[config.mk]
export PLATFORM = sky130hd
export DESIGN_NAME = lane_unit
export DESIGN_NICKNAME = d
export VERILOG_FILES = /design/src/rtl/lane_pkg.sv /design/src/rtl/lane_result_if.sv /design/src/rtl/lane_issue_if.sv /design/src/rtl/lane_unit.sv /design/src/rtl/lane_result.sv /design/src/rtl/lane_execute.sv /design/src/rtl/lane_decode.sv /design/src/rtl/lane_regbank.sv
export SDC_FILE = /design/constraint.sdc
export NUM_CORES = 2
export LEC_CHECK = 0
export BUFFER_PORTS_ARGS = -buffer_cell sky130_fd_sc_hd__clkbuf_2
export CORE_UTILIZATION = 51
export DETAILED_ROUTE_END_ITERATION = 8
export GPL_ROUTABILITY_DRIVEN = 0
export HOLD_SLACK_MARGIN = 0.1
export PLACE_DENSITY = 0.68
export SETUP_SLACK_MARGIN = 0.5
export SYNTH_ARGS = -nofsm -noshare
export SYNTH_HDL_FRONTEND = slang
export SYNTH_SLANG_ARGS = --single-unit
[constraint.sdc]
create_clock -name clock -period 13 [get_ports clock]
set_input_delay 0.65 -clock clock [delete_from_list [all_inputs] [get_ports clock]]
set_output_delay 0.65 -clock clock [all_outputs]
set_load 0.02 [all_outputs]
[src/rtl/lane_pkg.sv]
// Lane sizes, data and index types, and the operation encoding
`default_nettype none

package lane_pkg;

	////////////////////////////////////////////////////////////////////////////
	// Sizes
	////////////////////////////////////////////////////////////////////////////

	localparam int DATA_WIDTH = 32;		// Lane data word
	localparam int NUM_REGS   = 32;		// Registers over both banks
	localparam int BANK_DEPTH = 16;		// Entries per bank
	localparam int NUM_MASKS  = 8;		// One-bit mask entries

	////////////////////////////////////////////////////////////////////////////
	// Types
	////////////////////////////////////////////////////////////////////////////

	// Lane data word
	typedef logic [DATA_WIDTH-1:0] data_t;

	// Register index, bit 0 picks the bank and the upper bits the entry
	typedef logic [$clog2(NUM_REGS)-1:0] reg_idx_t;

	// Entry inside one bank
	typedef logic [$clog2(BANK_DEPTH)-1:0] bank_idx_t;

	// Mask entry number
	typedef logic [$clog2(NUM_MASKS)-1:0] mask_idx_t;

	// Lane operations
	typedef enum logic [2:0] {
		op_mov = 3'd0,		// Scalar operand
		op_add = 3'd1,
		op_sub = 3'd2,
		op_and = 3'd3,
		op_or  = 3'd4,
		op_xor = 3'd5,
		op_mul = 3'd6,		// Low half of unsigned product
		op_cmp = 3'd7		// Signed less-than into a mask entry
	} op_t;

endpackage

`default_nettype wire
[src/rtl/lane_result_if.sv]
// Executed result, execute to result stage
`timescale 1ns/1ns
`default_nettype none

interface lane_result_if;

	logic                valid;
	lane_pkg::op_t       op;		// Needed to tell compares apart
	lane_pkg::reg_idx_t  dst;
	lane_pkg::data_t     data;
	logic                masked;
	lane_pkg::mask_idx_t mask_sel;

	// Execute side
	modport source (
		output valid, op, dst, data, masked, mask_sel
	);

	// Result stage side
	modport sink (
		input valid, op, dst, data, masked, mask_sel
	);

endinterface

`default_nettype wire

[src/rtl/lane_issue_if.sv]
// Decoded command with operand data, decode to execute
`timescale 1ns/1ns
`default_nettype none

interface lane_issue_if;

	logic                valid;		// One command per cycle
	lane_pkg::op_t       op;
	lane_pkg::reg_idx_t  dst;		// Resolved destination
	lane_pkg::data_t     src_a;		// Scalar for op_mov
	lane_pkg::data_t     src_b;
	logic                masked;
	lane_pkg::mask_idx_t mask_sel;

	// Decode side
	modport source (
		output valid, op, dst, src_a, src_b, masked, mask_sel
	);

	// Execute side
	modport sink (
		input valid, op, dst, src_a, src_b, masked, mask_sel
	);

endinterface

`default_nettype wire

[src/rtl/lane_unit.sv]
// Vector lane top with decode, execute and result stages
`timescale 1ns/1ns
`default_nettype none

module lane_unit (
	input  wire logic                 clock,
	input  wire logic                 reset,
	// Command from the scalar unit
	input  wire logic                 cmd_valid,
	input  wire lane_pkg::op_t        cmd_op,
	input  wire lane_pkg::reg_idx_t   cmd_dst,
	input  wire lane_pkg::reg_idx_t   cmd_src1,
	input  wire lane_pkg::reg_idx_t   cmd_src2,
	input  wire logic                 cmd_relative,
	input  wire logic                 cmd_masked,
	input  wire lane_pkg::mask_idx_t  cmd_mask_sel,
	input  wire lane_pkg::data_t      scalar_data,
	input  wire lane_pkg::reg_idx_t   thread_id,
	// Commit report
	output lane_pkg::reg_idx_t        commit_dst,
	output lane_pkg::data_t           commit_data,
	output logic                      commit,
	output logic                      commit_written
);

	// Write-back from the result stage into the banks
	logic               wb_we;
	lane_pkg::reg_idx_t wb_idx;
	lane_pkg::data_t    wb_data;

	lane_issue_if  u_issue ();
	lane_result_if u_result ();

	////////////////////////////////////////////////////////////////////////////
	// Stages
	////////////////////////////////////////////////////////////////////////////

	lane_decode u_decode (
		.clock        (clock),
		.reset        (reset),
		.cmd_valid    (cmd_valid),
		.cmd_op       (cmd_op),
		.cmd_dst      (cmd_dst),
		.cmd_src1     (cmd_src1),
		.cmd_src2     (cmd_src2),
		.cmd_relative (cmd_relative),
		.cmd_masked   (cmd_masked),
		.cmd_mask_sel (cmd_mask_sel),
		.scalar_data  (scalar_data),
		.thread_id    (thread_id),
		.wb_we        (wb_we),
		.wb_idx       (wb_idx),
		.wb_data      (wb_data),
		.issue        (u_issue)
	);

	lane_execute u_execute (
		.clock  (clock),
		.reset  (reset),
		.issue  (u_issue),
		.result (u_result)
	);

	lane_result u_result_stage (
		.clock          (clock),
		.reset          (reset),
		.result         (u_result),
		.wb_we          (wb_we),
		.wb_idx         (wb_idx),
		.wb_data        (wb_data),
		.commit         (commit),
		.commit_dst     (commit_dst),
		.commit_data    (commit_data),
		.commit_written (commit_written)
	);

endmodule

`default_nettype wire

[src/rtl/lane_result.sv]
// Mask register, masked write-back and commit outputs
`timescale 1ns/1ns
`default_nettype none

module lane_result (
	input  wire logic           clock,
	input  wire logic           reset,
	lane_result_if.sink         result,
	output logic                wb_we,
	output lane_pkg::reg_idx_t  wb_idx,
	output lane_pkg::data_t     wb_data,
	output logic                commit,
	output lane_pkg::reg_idx_t  commit_dst,
	output lane_pkg::data_t     commit_data,
	output logic                commit_written
);

	logic [lane_pkg::NUM_MASKS-1:0] mask_q;
	logic is_cmp;
	logic enabled;		// Mask lets the write through

	assign is_cmp  = (result.op == lane_pkg::op_cmp);
	assign enabled = ~result.masked | mask_q[result.mask_sel];

	// Compares never touch the register file
	assign wb_we   = result.valid & ~is_cmp & enabled;
	assign wb_idx  = result.dst;
	assign wb_data = result.data;

	////////////////////////////////////////////////////////////////////////////
	// Mask entries
	////////////////////////////////////////////////////////////////////////////

	always_ff @(posedge clock) begin
		if (reset) begin
			mask_q <= '0;
		end else if (result.valid && is_cmp) begin
			mask_q[result.mask_sel] <= result.data[0];
		end
	end

	////////////////////////////////////////////////////////////////////////////
	// Commit, same edge as the bank write
	////////////////////////////////////////////////////////////////////////////

	always_ff @(posedge clock) begin
		if (reset) begin
			commit         <= 1'b0;
			commit_written <= 1'b0;
		end else begin
			commit         <= result.valid;
			commit_written <= wb_we;
		end
	end

	always_ff @(posedge clock) begin
		if (result.valid) begin
			commit_dst  <= result.dst;
			commit_data <= result.data;
		end
	end

endmodule

`default_nettype wire

[src/rtl/lane_execute.sv]
// Arithmetic, logic, move and compare unit with registered result
`timescale 1ns/1ns
`default_nettype none

module lane_execute (
	input  wire logic    clock,
	input  wire logic    reset,
	lane_issue_if.sink   issue,
	lane_result_if.source result
);

	lane_pkg::data_t alu_out;
	logic            less;		// Signed compare

	assign less = $signed(issue.src_a) < $signed(issue.src_b);

	////////////////////////////////////////////////////////////////////////////
	// Operation select
	////////////////////////////////////////////////////////////////////////////

	always_comb begin
		alu_out = '0;
		case (issue.op)
			lane_pkg::op_mov: alu_out = issue.src_a;	// Scalar from decode
			lane_pkg::op_add: alu_out = issue.src_a + issue.src_b;
			lane_pkg::op_sub: alu_out = issue.src_a - issue.src_b;
			lane_pkg::op_and: alu_out = issue.src_a & issue.src_b;
			lane_pkg::op_or:  alu_out = issue.src_a | issue.src_b;
			lane_pkg::op_xor: alu_out = issue.src_a ^ issue.src_b;
			// Product truncated to the word width
			lane_pkg::op_mul: alu_out = issue.src_a * issue.src_b;
			lane_pkg::op_cmp: alu_out = lane_pkg::data_t'(less);
			default:          alu_out = '0;
		endcase
	end

	////////////////////////////////////////////////////////////////////////////
	// Result register
	////////////////////////////////////////////////////////////////////////////

	always_ff @(posedge clock) begin
		if (reset) result.valid <= 1'b0;
		else        result.valid <= issue.valid;
	end

	always_ff @(posedge clock) begin
		if (issue.valid) begin
			result.op       <= issue.op;
			result.dst      <= issue.dst;
			result.data     <= alu_out;
			result.masked   <= issue.masked;
			result.mask_sel <= issue.mask_sel;
		end
	end

endmodule

`default_nettype wire

[src/rtl/lane_decode.sv]
// Command capture, thread-relative indexing, bank read and operand steering
`timescale 1ns/1ns
`default_nettype none

module lane_decode (
	input  wire logic                 clock,
	input  wire logic                 reset,
	input  wire logic                 cmd_valid,
	input  wire lane_pkg::op_t        cmd_op,
	input  wire lane_pkg::reg_idx_t   cmd_dst,
	input  wire lane_pkg::reg_idx_t   cmd_src1,
	input  wire lane_pkg::reg_idx_t   cmd_src2,
	input  wire logic                 cmd_relative,
	input  wire logic                 cmd_masked,
	input  wire lane_pkg::mask_idx_t  cmd_mask_sel,
	input  wire lane_pkg::data_t      scalar_data,
	input  wire lane_pkg::reg_idx_t   thread_id,
	input  wire logic                 wb_we,
	input  wire lane_pkg::reg_idx_t   wb_idx,
	input  wire lane_pkg::data_t      wb_data,
	lane_issue_if.source              issue
);

	////////////////////////////////////////////////////////////////////////////
	// Capture stage
	////////////////////////////////////////////////////////////////////////////

	lane_pkg::reg_idx_t  offset;		// Thread offset or zero
	logic                s1_valid;
	lane_pkg::op_t       s1_op;
	lane_pkg::reg_idx_t  s1_dst, s1_src1, s1_src2;
	lane_pkg::data_t     s1_scalar;
	logic                s1_masked;
	lane_pkg::mask_idx_t s1_mask_sel;

	assign offset = cmd_relative ? thread_id : '0;

	always_ff @(posedge clock) begin
		if (reset) s1_valid <= 1'b0;
		else        s1_valid <= cmd_valid;
	end

	// Index sums wrap modulo 32
	always_ff @(posedge clock) begin
		if (cmd_valid) begin
			s1_op       <= cmd_op;
			s1_dst      <= cmd_dst + offset;
			s1_src1     <= cmd_src1 + offset;
			s1_src2     <= cmd_src2 + offset;
			s1_scalar   <= scalar_data;
			s1_masked   <= cmd_masked;
			s1_mask_sel <= cmd_mask_sel;
		end
	end

	////////////////////////////////////////////////////////////////////////////
	// Register read stage
	////////////////////////////////////////////////////////////////////////////

	lane_pkg::data_t even_a, even_b, odd_a, odd_b;
	lane_pkg::data_t s2_scalar;
	logic            s2_src1_odd, s2_src2_odd;

	// Source 1 on port a and source 2 on port b of both banks
	lane_regbank bank_even (
		.clock(clock), .reset(reset),
		.we(wb_we & ~wb_idx[0]), .wr_idx(wb_idx[4:1]), .wr_data(wb_data),
		.rd_idx_a(s1_src1[4:1]), .rd_idx_b(s1_src2[4:1]),
		.rd_data_a(even_a), .rd_data_b(even_b)
	);

	lane_regbank bank_odd (
		.clock(clock), .reset(reset),
		.we(wb_we & wb_idx[0]), .wr_idx(wb_idx[4:1]), .wr_data(wb_data),
		.rd_idx_a(s1_src1[4:1]), .rd_idx_b(s1_src2[4:1]),
		.rd_data_a(odd_a), .rd_data_b(odd_b)
	);

	always_ff @(posedge clock) begin
		if (reset) issue.valid <= 1'b0;
		else        issue.valid <= s1_valid;
	end

	always_ff @(posedge clock) begin
		if (s1_valid) begin
			issue.op       <= s1_op;
			issue.dst      <= s1_dst;
			issue.masked   <= s1_masked;
			issue.mask_sel <= s1_mask_sel;
			s2_scalar      <= s1_scalar;
			s2_src1_odd    <= s1_src1[0];	// Bank of each source
			s2_src2_odd    <= s1_src2[0];
		end
	end

	// Steer bank data, scalar replaces source 1 for moves
	assign issue.src_a = (issue.op == lane_pkg::op_mov) ? s2_scalar
		: (s2_src1_odd ? odd_a : even_a);
	assign issue.src_b = s2_src2_odd ? odd_b : even_b;

endmodule

`default_nettype wire

[src/rtl/lane_regbank.sv]
// Register bank with two registered read ports and one write port
`timescale 1ns/1ns
`default_nettype none

module lane_regbank (
	input  wire logic                 clock,
	input  wire logic                 reset,
	input  wire logic                 we,
	input  wire lane_pkg::bank_idx_t  wr_idx,
	input  wire lane_pkg::data_t      wr_data,
	input  wire lane_pkg::bank_idx_t  rd_idx_a,
	input  wire lane_pkg::bank_idx_t  rd_idx_b,
	output lane_pkg::data_t           rd_data_a,
	output lane_pkg::data_t           rd_data_b
);

	lane_pkg::data_t mem [lane_pkg::BANK_DEPTH];

	// Storage, cleared so register 0 reads zero after reset
	always_ff @(posedge clock) begin
		if (reset) begin
			for (int i = 0; i < lane_pkg::BANK_DEPTH; i++) begin
				mem[i] <= '0;
			end
		end else if (we) begin
			mem[wr_idx] <= wr_data;
		end
	end

	// Read ports return the old value on a same-edge write
	always_ff @(posedge clock) begin
		if (reset) begin
			rd_data_a <= '0;
			rd_data_b <= '0;
		end else begin
			rd_data_a <= mem[rd_idx_a];
			rd_data_b <= mem[rd_idx_b];
		end
	end

endmodule

`default_nettype wire

==> Word level (Yosys, flattened, before mapping) <==
Memory sizes are Yosys's and may differ from the RTL's. A register that Yosys moved wholly into a read port is not among the register bits.
Index checks and enable logic that the tools add are counted.
{ "totals": {"register_bits": 194, "latch_bits": 0, "mem_bits_rw": 1024, "rom_bits": 0, "input_bits": 63, "output_inout_bits": 39, "wordCells": 86, "memories": 2} }
{ "mem_list": {"columns": ["name", "words", "width", "rd", "rd_ports_with_merged_regs", "write_ports", "line_no", "text"], "rows": [
  ["u_decode.bank_even.mem", 16, 32, 2, 2, 16, "lane_regbank.sv:17", "lane_pkg::data_t mem [lane_pkg::BANK_DEPTH];"],
  ["u_decode.bank_odd.mem", 16, 32, 2, 2, 16, "lane_regbank.sv:17", null]
]} }
{ "classes": {"addsub": 5, "mul": 1, "div_mod_pow": 0, "magnitude_cmp": 3, "eq_ne": 8, "n_shift": 0, "n_mux": 24, "bitwise": 11, "reduce_logical": 5} }
{ "ops": {"columns": ["operator", "n"], "rows": [
  ["32-bit one-hot mux with 8 select lines", 1],
  ["32-bit two-way mux", 5],
  ["32-bit OR reduction", 2],
  ["32-bit adder", 1],
  ["32-bit AND", 1],
  ["32-bit < comparator", 1],
  ["32-bit by 32-bit multiplier with 32-bit output", 1],
  ["32-bit OR", 1],
  ["32-bit subtractor", 1],
  ["32-bit bitwise XOR", 1],
  ["5-bit adder", 3],
  ["3-bit == test, second input constant", 5],
  ["1-bit two-way mux", 12],
  ["8-bit bitwise mux", 1],
  ["4-bit two-way mux", 2],
  ["3-bit by 2-bit == test with 1-bit output, second input constant", 2],
  ["5-bit two-way mux", 1],
  ["1-bit AND", 4],
  ["3-bit by 4-bit < comparator with 1-bit output, second input constant", 1],
  ["1-bit binary-select mux with 3-bit select", 1],
  ["1-bit demux with 3-bit select", 1],
  ["3-bit by 1-bit == test with 1-bit output, second input constant", 1],
  ["3-bit by 1-bit greater-or-equal comparator with 1-bit output, second input constant", 1],
  ["3-bit logical NOT", 1],
  ["other kinds (3)", 6]
]} }

==> Depth between registers and ports, before layout <==
{ "depth": {"ltp_word": 10, "ltp_mapped": 34, "ltp_nobuf": 29} }

==> Modules after synthesis <==
A second synthesis with hierarchy kept.
{ "hier_totals": {"cells_unflattened": 7533, "area_unflattened_um2": 86177.7} }
{ "modules_own_cells": {"columns": ["mod", "instances", "cells_each", "area_each_um2", "seq_area_each_um2"], "rows": [
  ["lane_regbank", 2, 2249, 29016.6, 16656.0],
  ["lane_execute", 1, 2571, 21366.7, 1341.3],
  ["lane_decode", 1, 337, 4847.1, 3042.9],
  ["lane_result", 1, 127, 1930.6, 1311.3]
]} }

==> Worst setup path after synthesis <==
OpenSTA, ideal clock, no wires.
{ "synth_timing": {"path_kind": "reg-to-reg", "from": "register u_decode.issue.op[1]", "to": "register u_execute.result.data[31], data pin", "setup_ps": 259, "arrival_time_ps": 8290, "required_ps": 12741, "setup_slack_ps": 4451, "path_stages_with_launch": 35, "n_path_buf": 5, "period_less_slack_ps": 8549, "cell_sequence": "edfxtp_1 buf_6 or3_4 buf_6 buf_2 a21oi_1 clkbuf_1 clkinv_1 buf_1 nor2_1 fa_1 inv_1 fa_1 inv_1 fa_1 inv_1 fa_1 inv_1 fa_1 inv_1 fa_1 inv_1 fa_1 fa_1 ha_1 a211oi_1 nor2_1 or3_1 a211oi_1 nor2_1 a41oi_1 a21oi_1 xnor2_1 a21o_1 a211o_1"} }
{ "synth_between": {"elab_chain_cells": 4, "elab_cells_between_ends": 16, "classes_between": "add/sub: 2; mul: 1; eq/ne: 7; mux: 2; bitwise: 3; reduce/logical: 1"} }
{ "synth_rtl": {"columns": ["item", "line_no", "text"], "rows": [
  ["from (decl)", "lane_issue_if.sv:17", "output valid, op, dst, src_a, src_b, masked, mask_sel"],
  ["from (signal assigned)", "lane_decode.sv:86", "issue.op <= s1_op;"],
  ["3-bit logical NOT", "lane_execute.sv:23, lane_decode.sv:97", null],
  ["32-bit two-way mux", "lane_decode.sv:97", "assign issue.src_a = (issue.op == lane_pkg::op_mov) ? s2_scalar"],
  ["32-bit by 32-bit multiplier with 32-bit output, or another cell as far along", "lane_execute.sv:31", "lane_pkg::op_mul: alu_out = issue.src_a * issue.src_b;"],
  ["32-bit one-hot mux with 8 select lines *", "lane_execute.sv:23", "case (issue.op)"],
  ["via u_execute.alu_out[31]", "lane_execute.sv:12", "lane_pkg::data_t alu_out;"],
  ["to (signal assigned)", "lane_execute.sv:50", "result.data <= alu_out;"],
  ["to (decl)", "lane_result_if.sv:16", "output valid, op, dst, data, masked, mask_sel"]
]} }
The timed path passes the listed nets; every way through them passes the cells marked *.
A chain may end at the register's enable or synchronous reset.

==> Final worst setup path <==
{ "layout_timing": {"from": "register u_decode.issue.op[2]", "to": "register u_execute.result.data[30], data pin"} }
The elaborated chain is that of the path after synthesis.

==> impl_metrics.json <==
{
  "async_flop_share": 0,
  "path_class": "reg -> reg",
  "slowest_delay_ns": 0.92,
  "leakage_nw": 35.5,
  "r2r_slack_ns": 2.73,
  "post_cts_resized": 0,
  "die_y_microns": 409,
  "grt_use_total": 0.335,
  "synth_edf_count": 1205,
  "critPathMaxFanout": 38,
  "synth.area.top_cells": "edfxtp_1 43%, mux4_2 17%, fa_1 9.8%",
  "timing.hold.worst_path_depth": 1,
  "wl_met1_mm": 97.7,
  "max_slew_margin": 0.0786,
  "grt_max_degree": 100,
  "cts.sinks": 1346,
  "synthDistinctLibCells": 84,
  "fin_util": 0.564,
  "overflow": 0,
  "viasPerCell": 6.53,
  "post-cts-setup-buffer-count": 0,
  "hpwl_mm": 174,
  "synth_seq_cells": 1346,
  "synth_ff_type": "edfxtp_1",
  "drc_errors": 0,
  "drtIter0Drc": 8632,
  "worstSetupEndpointType": "flip-flop",
  "cts_hold_buf": 28,
  "clockBufferDepth": 3,
  "antenna_found_initial": 32,
  "maxCapViolations": 0,
  "crit_top_cell": "fa_1",
  "cts_buffers": 145,
  "finClkSkew_ns": 0.0474,
  "hold_end": "u_decode.s1_scalar[3]$_DFFE_PP_",
  "finalSetupViolations": 0,
  "required_ns": 13.54,
  "grt_pass1_vias": 56600,
  "worst_pin_slew_ns": 1.37,
  "netlist_instances": 6298,
  "areaGrowthSynthToFinish_pct": 9.39,
  "p_per_area_nw_per_um2": 170,
  "clk_pin_slew_ns": 0.06,
  "arrival_ns": 10.81,
  "fin_crit_sh": 0.790,
  "synthTopCellsByCount": "1,205 x edfxtp_1, 1,036 x and2_1, 642 x mux4_2, 466 x nor2_1, 457 x inv_1",
  "topRoutingLayerUsed": "met5",
  "fmax_ghz": 0.0973,
  "core_area_sq_um": 164000,
  "peakVddDrop_mv": 0.251,
  "cts_tree": "done",
  "detail-route-antenna-nets": 0,
  "rsz0062_at_grt": "no",
  "yosysWarnings": 0,
  "num_vias": 55900,
  "post-synth-top-area-cell": "edfxtp_1",
  "wl_met2_mm": 127,
  "clockRootBuffer": "clkbuf_16",
  "die_area_sq_um": 167000,
  "start_util": 0.516,
  "hold_start": "scalar_data[3]",
  "hold_violations": 0,
  "yosysMostFrequentCell": "edfxtp_1",
  "finalCriticalPeriod_ns": 10.27,
  "slowest_stage": "edfxtp_1",
  "nets": 6965,
  "fillers": 13000,
  "synth_area_sq_um": 84400,
  "r2r-end": "u_execute.result.data[30]$_DFFE_PP_",
  "die_w_microns": 409,
  "clkLatencyLatePin_ns": 0.81,
  "wl_per_cell_microns": 32.7,
  "num_rows": 148,
  "grt_pass1_wl_mm": 399,
  "final.setup.tns_ns": 0,
  "status": "complete, no violations",
  "r2r-start": "u_decode.issue.op[2]$_DFFE_PP_",
  "wirelength_mm": 280,
  "syn_nets": 7006,
  "ys_seq_area_frac": 0.462,
  "dr.pass1.iters": 9,
  "dr_wl_met3_mm": 38.5,
  "synth.avg_cell_area_sq_um": 13.4,
  "slew_viol_final": 0,
  "portBuffers": 101,
  "startpoint_type": "flip-flop",
  "h-tree-depth": 4,
  "top_regs": "u_decode.bank_even.mem (512), u_decode.bank_odd.mem (512)",
  "num_io_pins": 102,
  "drive_gt1_frac": 0.197,
  "yosys.area.top_type_share": 0.429,
  "r2r.worst_path.cells": 27,
  "min_path_type": "in -> reg"
}
final cells by class:
type | instances | area, sq um | share of cell area
multi-input cells | 3976 | 41900 | 0.454
flip-flops and latches | 1346 | 39000 | 0.423
well taps | 2175 | 2720 | 0.0295
diodes | 10 | 25.0 | 0.000271
clock inverters | 69 | 712 | 0.00771
repair buffers | 297 | 2130 | 0.0231
clock buffers | 197 | 3980 | 0.0431
inverters | 491 | 1850 | 0.0200
per-layer routing:
layer / track usage / vias up
met5: 0 / -
met4: 0.168 / 8
met3: 0.106 / 933
met2: 0.511 / 4284
met1: 0.435 / 28300
li1: - / 22400
per-stage QoR:
stage | hold slack [ns] | setup slack, ns | power [mW] | instance area [sq um] | cells
after floorplan | 0.400 | 4.45 | 9.24 | 84400 | 6298
after global placement | 0.402 | 3.15 | 11.3 | 87300 | 8257
after detailed placement | 0.405 | 3.09 | 11.3 | 87300 | 8257
after CTS | 0.127 | 3.01 | 15.4 | 92300 | 8551
after global routing | 0.143 | 2.54 | 16.2 | 92300 | 8553
final | 0.180 | 2.73 | 15.6 | 92300 | 8561
critical path: cells and delay by family (launching register included):
family / cells / cell delay (ns)
flops: 1 / 0.92
fa+ha+maj: 10 / 4.45
compound gates: 7 / 1.79
simple gates: 3 / 0.97
buf+inv: 5 / 0.83
mux: 2 / 0.95
logic make-up (layout without fill, tap and decap cells):
| kind of cell | count (synthesis) | after routing | share of synthesized area |
|---|---|---|---|
| buffers and inverters | 976 | 1054 | 0.0442 |
| AO/OA/AOI/OAI | 466 | 466 | 0.0374 |
| other | 0 | 10 | 0 |
| flip-flops | 1346 | 1346 | 0.462 |
| XOR/XNOR | 99 | 99 | 0.0113 |
| multiplexers | 729 | 729 | 0.182 |
| adder cells (fa/ha/maj) | 645 | 645 | 0.132 |
| AND/OR/NAND/NOR | 2037 | 2037 | 0.130 |
power by group:
group	internal (mW)	switching [mW]	leakage (nW)
Combinational	2.46	3.94	19.8
Clock	2.31	1.79	2.27
Sequential	4.95	0.192	13.4
layout by cell type, fill, tap and decap left out, types with 16 or more instances in the layout:
master	n
xor2_1	16
o22ai_1	30
buf_4	162
or2_2	34
inv_1	457
and2_1	1036
nor2_4	25
o21bai_1	21
a21oi_1	138
clkinv_1	42
mux4_2	642
nor2b_1	144
ha_1	232
mux2i_1	56
nand2b_1	17
clkbuf_16	147
a221oi_1	23
dfxtp_1	138
a22oi_1	16
mux2_2	30
clkbuf_1	39
clkinv_2	19
edfxtp_1	1205
dlygate4sd3_1	28
nand2_1	238
nor4_1	20
clkbuf_2	99
xnor2_1	77
o21ai_0	61
a21o_1	37
fa_1	413
nor3_1	16
nor2_1	442
worst max-delay path by stage:
stage / end / start / cells after the start
global placement: u_execute.result.data[31]$_DFFE_PP_ / u_decode.issue.op[2]$_DFFE_PP_ / 25
CTS: u_execute.result.data[31]$_DFFE_PP_ / u_decode.issue.op[2]$_DFFE_PP_ / 25
floorplan: u_execute.result.data[31]$_DFFE_PP_ / u_decode.issue.op[1]$_DFFE_PP_ / 34
global route: u_execute.result.data[30]$_DFFE_PP_ / u_decode.issue.op[2]$_DFFE_PP_ / 27
detailed placement: u_execute.result.data[31]$_DFFE_PP_ / u_decode.issue.op[2]$_DFFE_PP_ / 25
finish: u_execute.result.data[30]$_DFFE_PP_ / u_decode.issue.op[2]$_DFFE_PP_ / 27
Note: power is estimated with default switching activity, not from simulation.
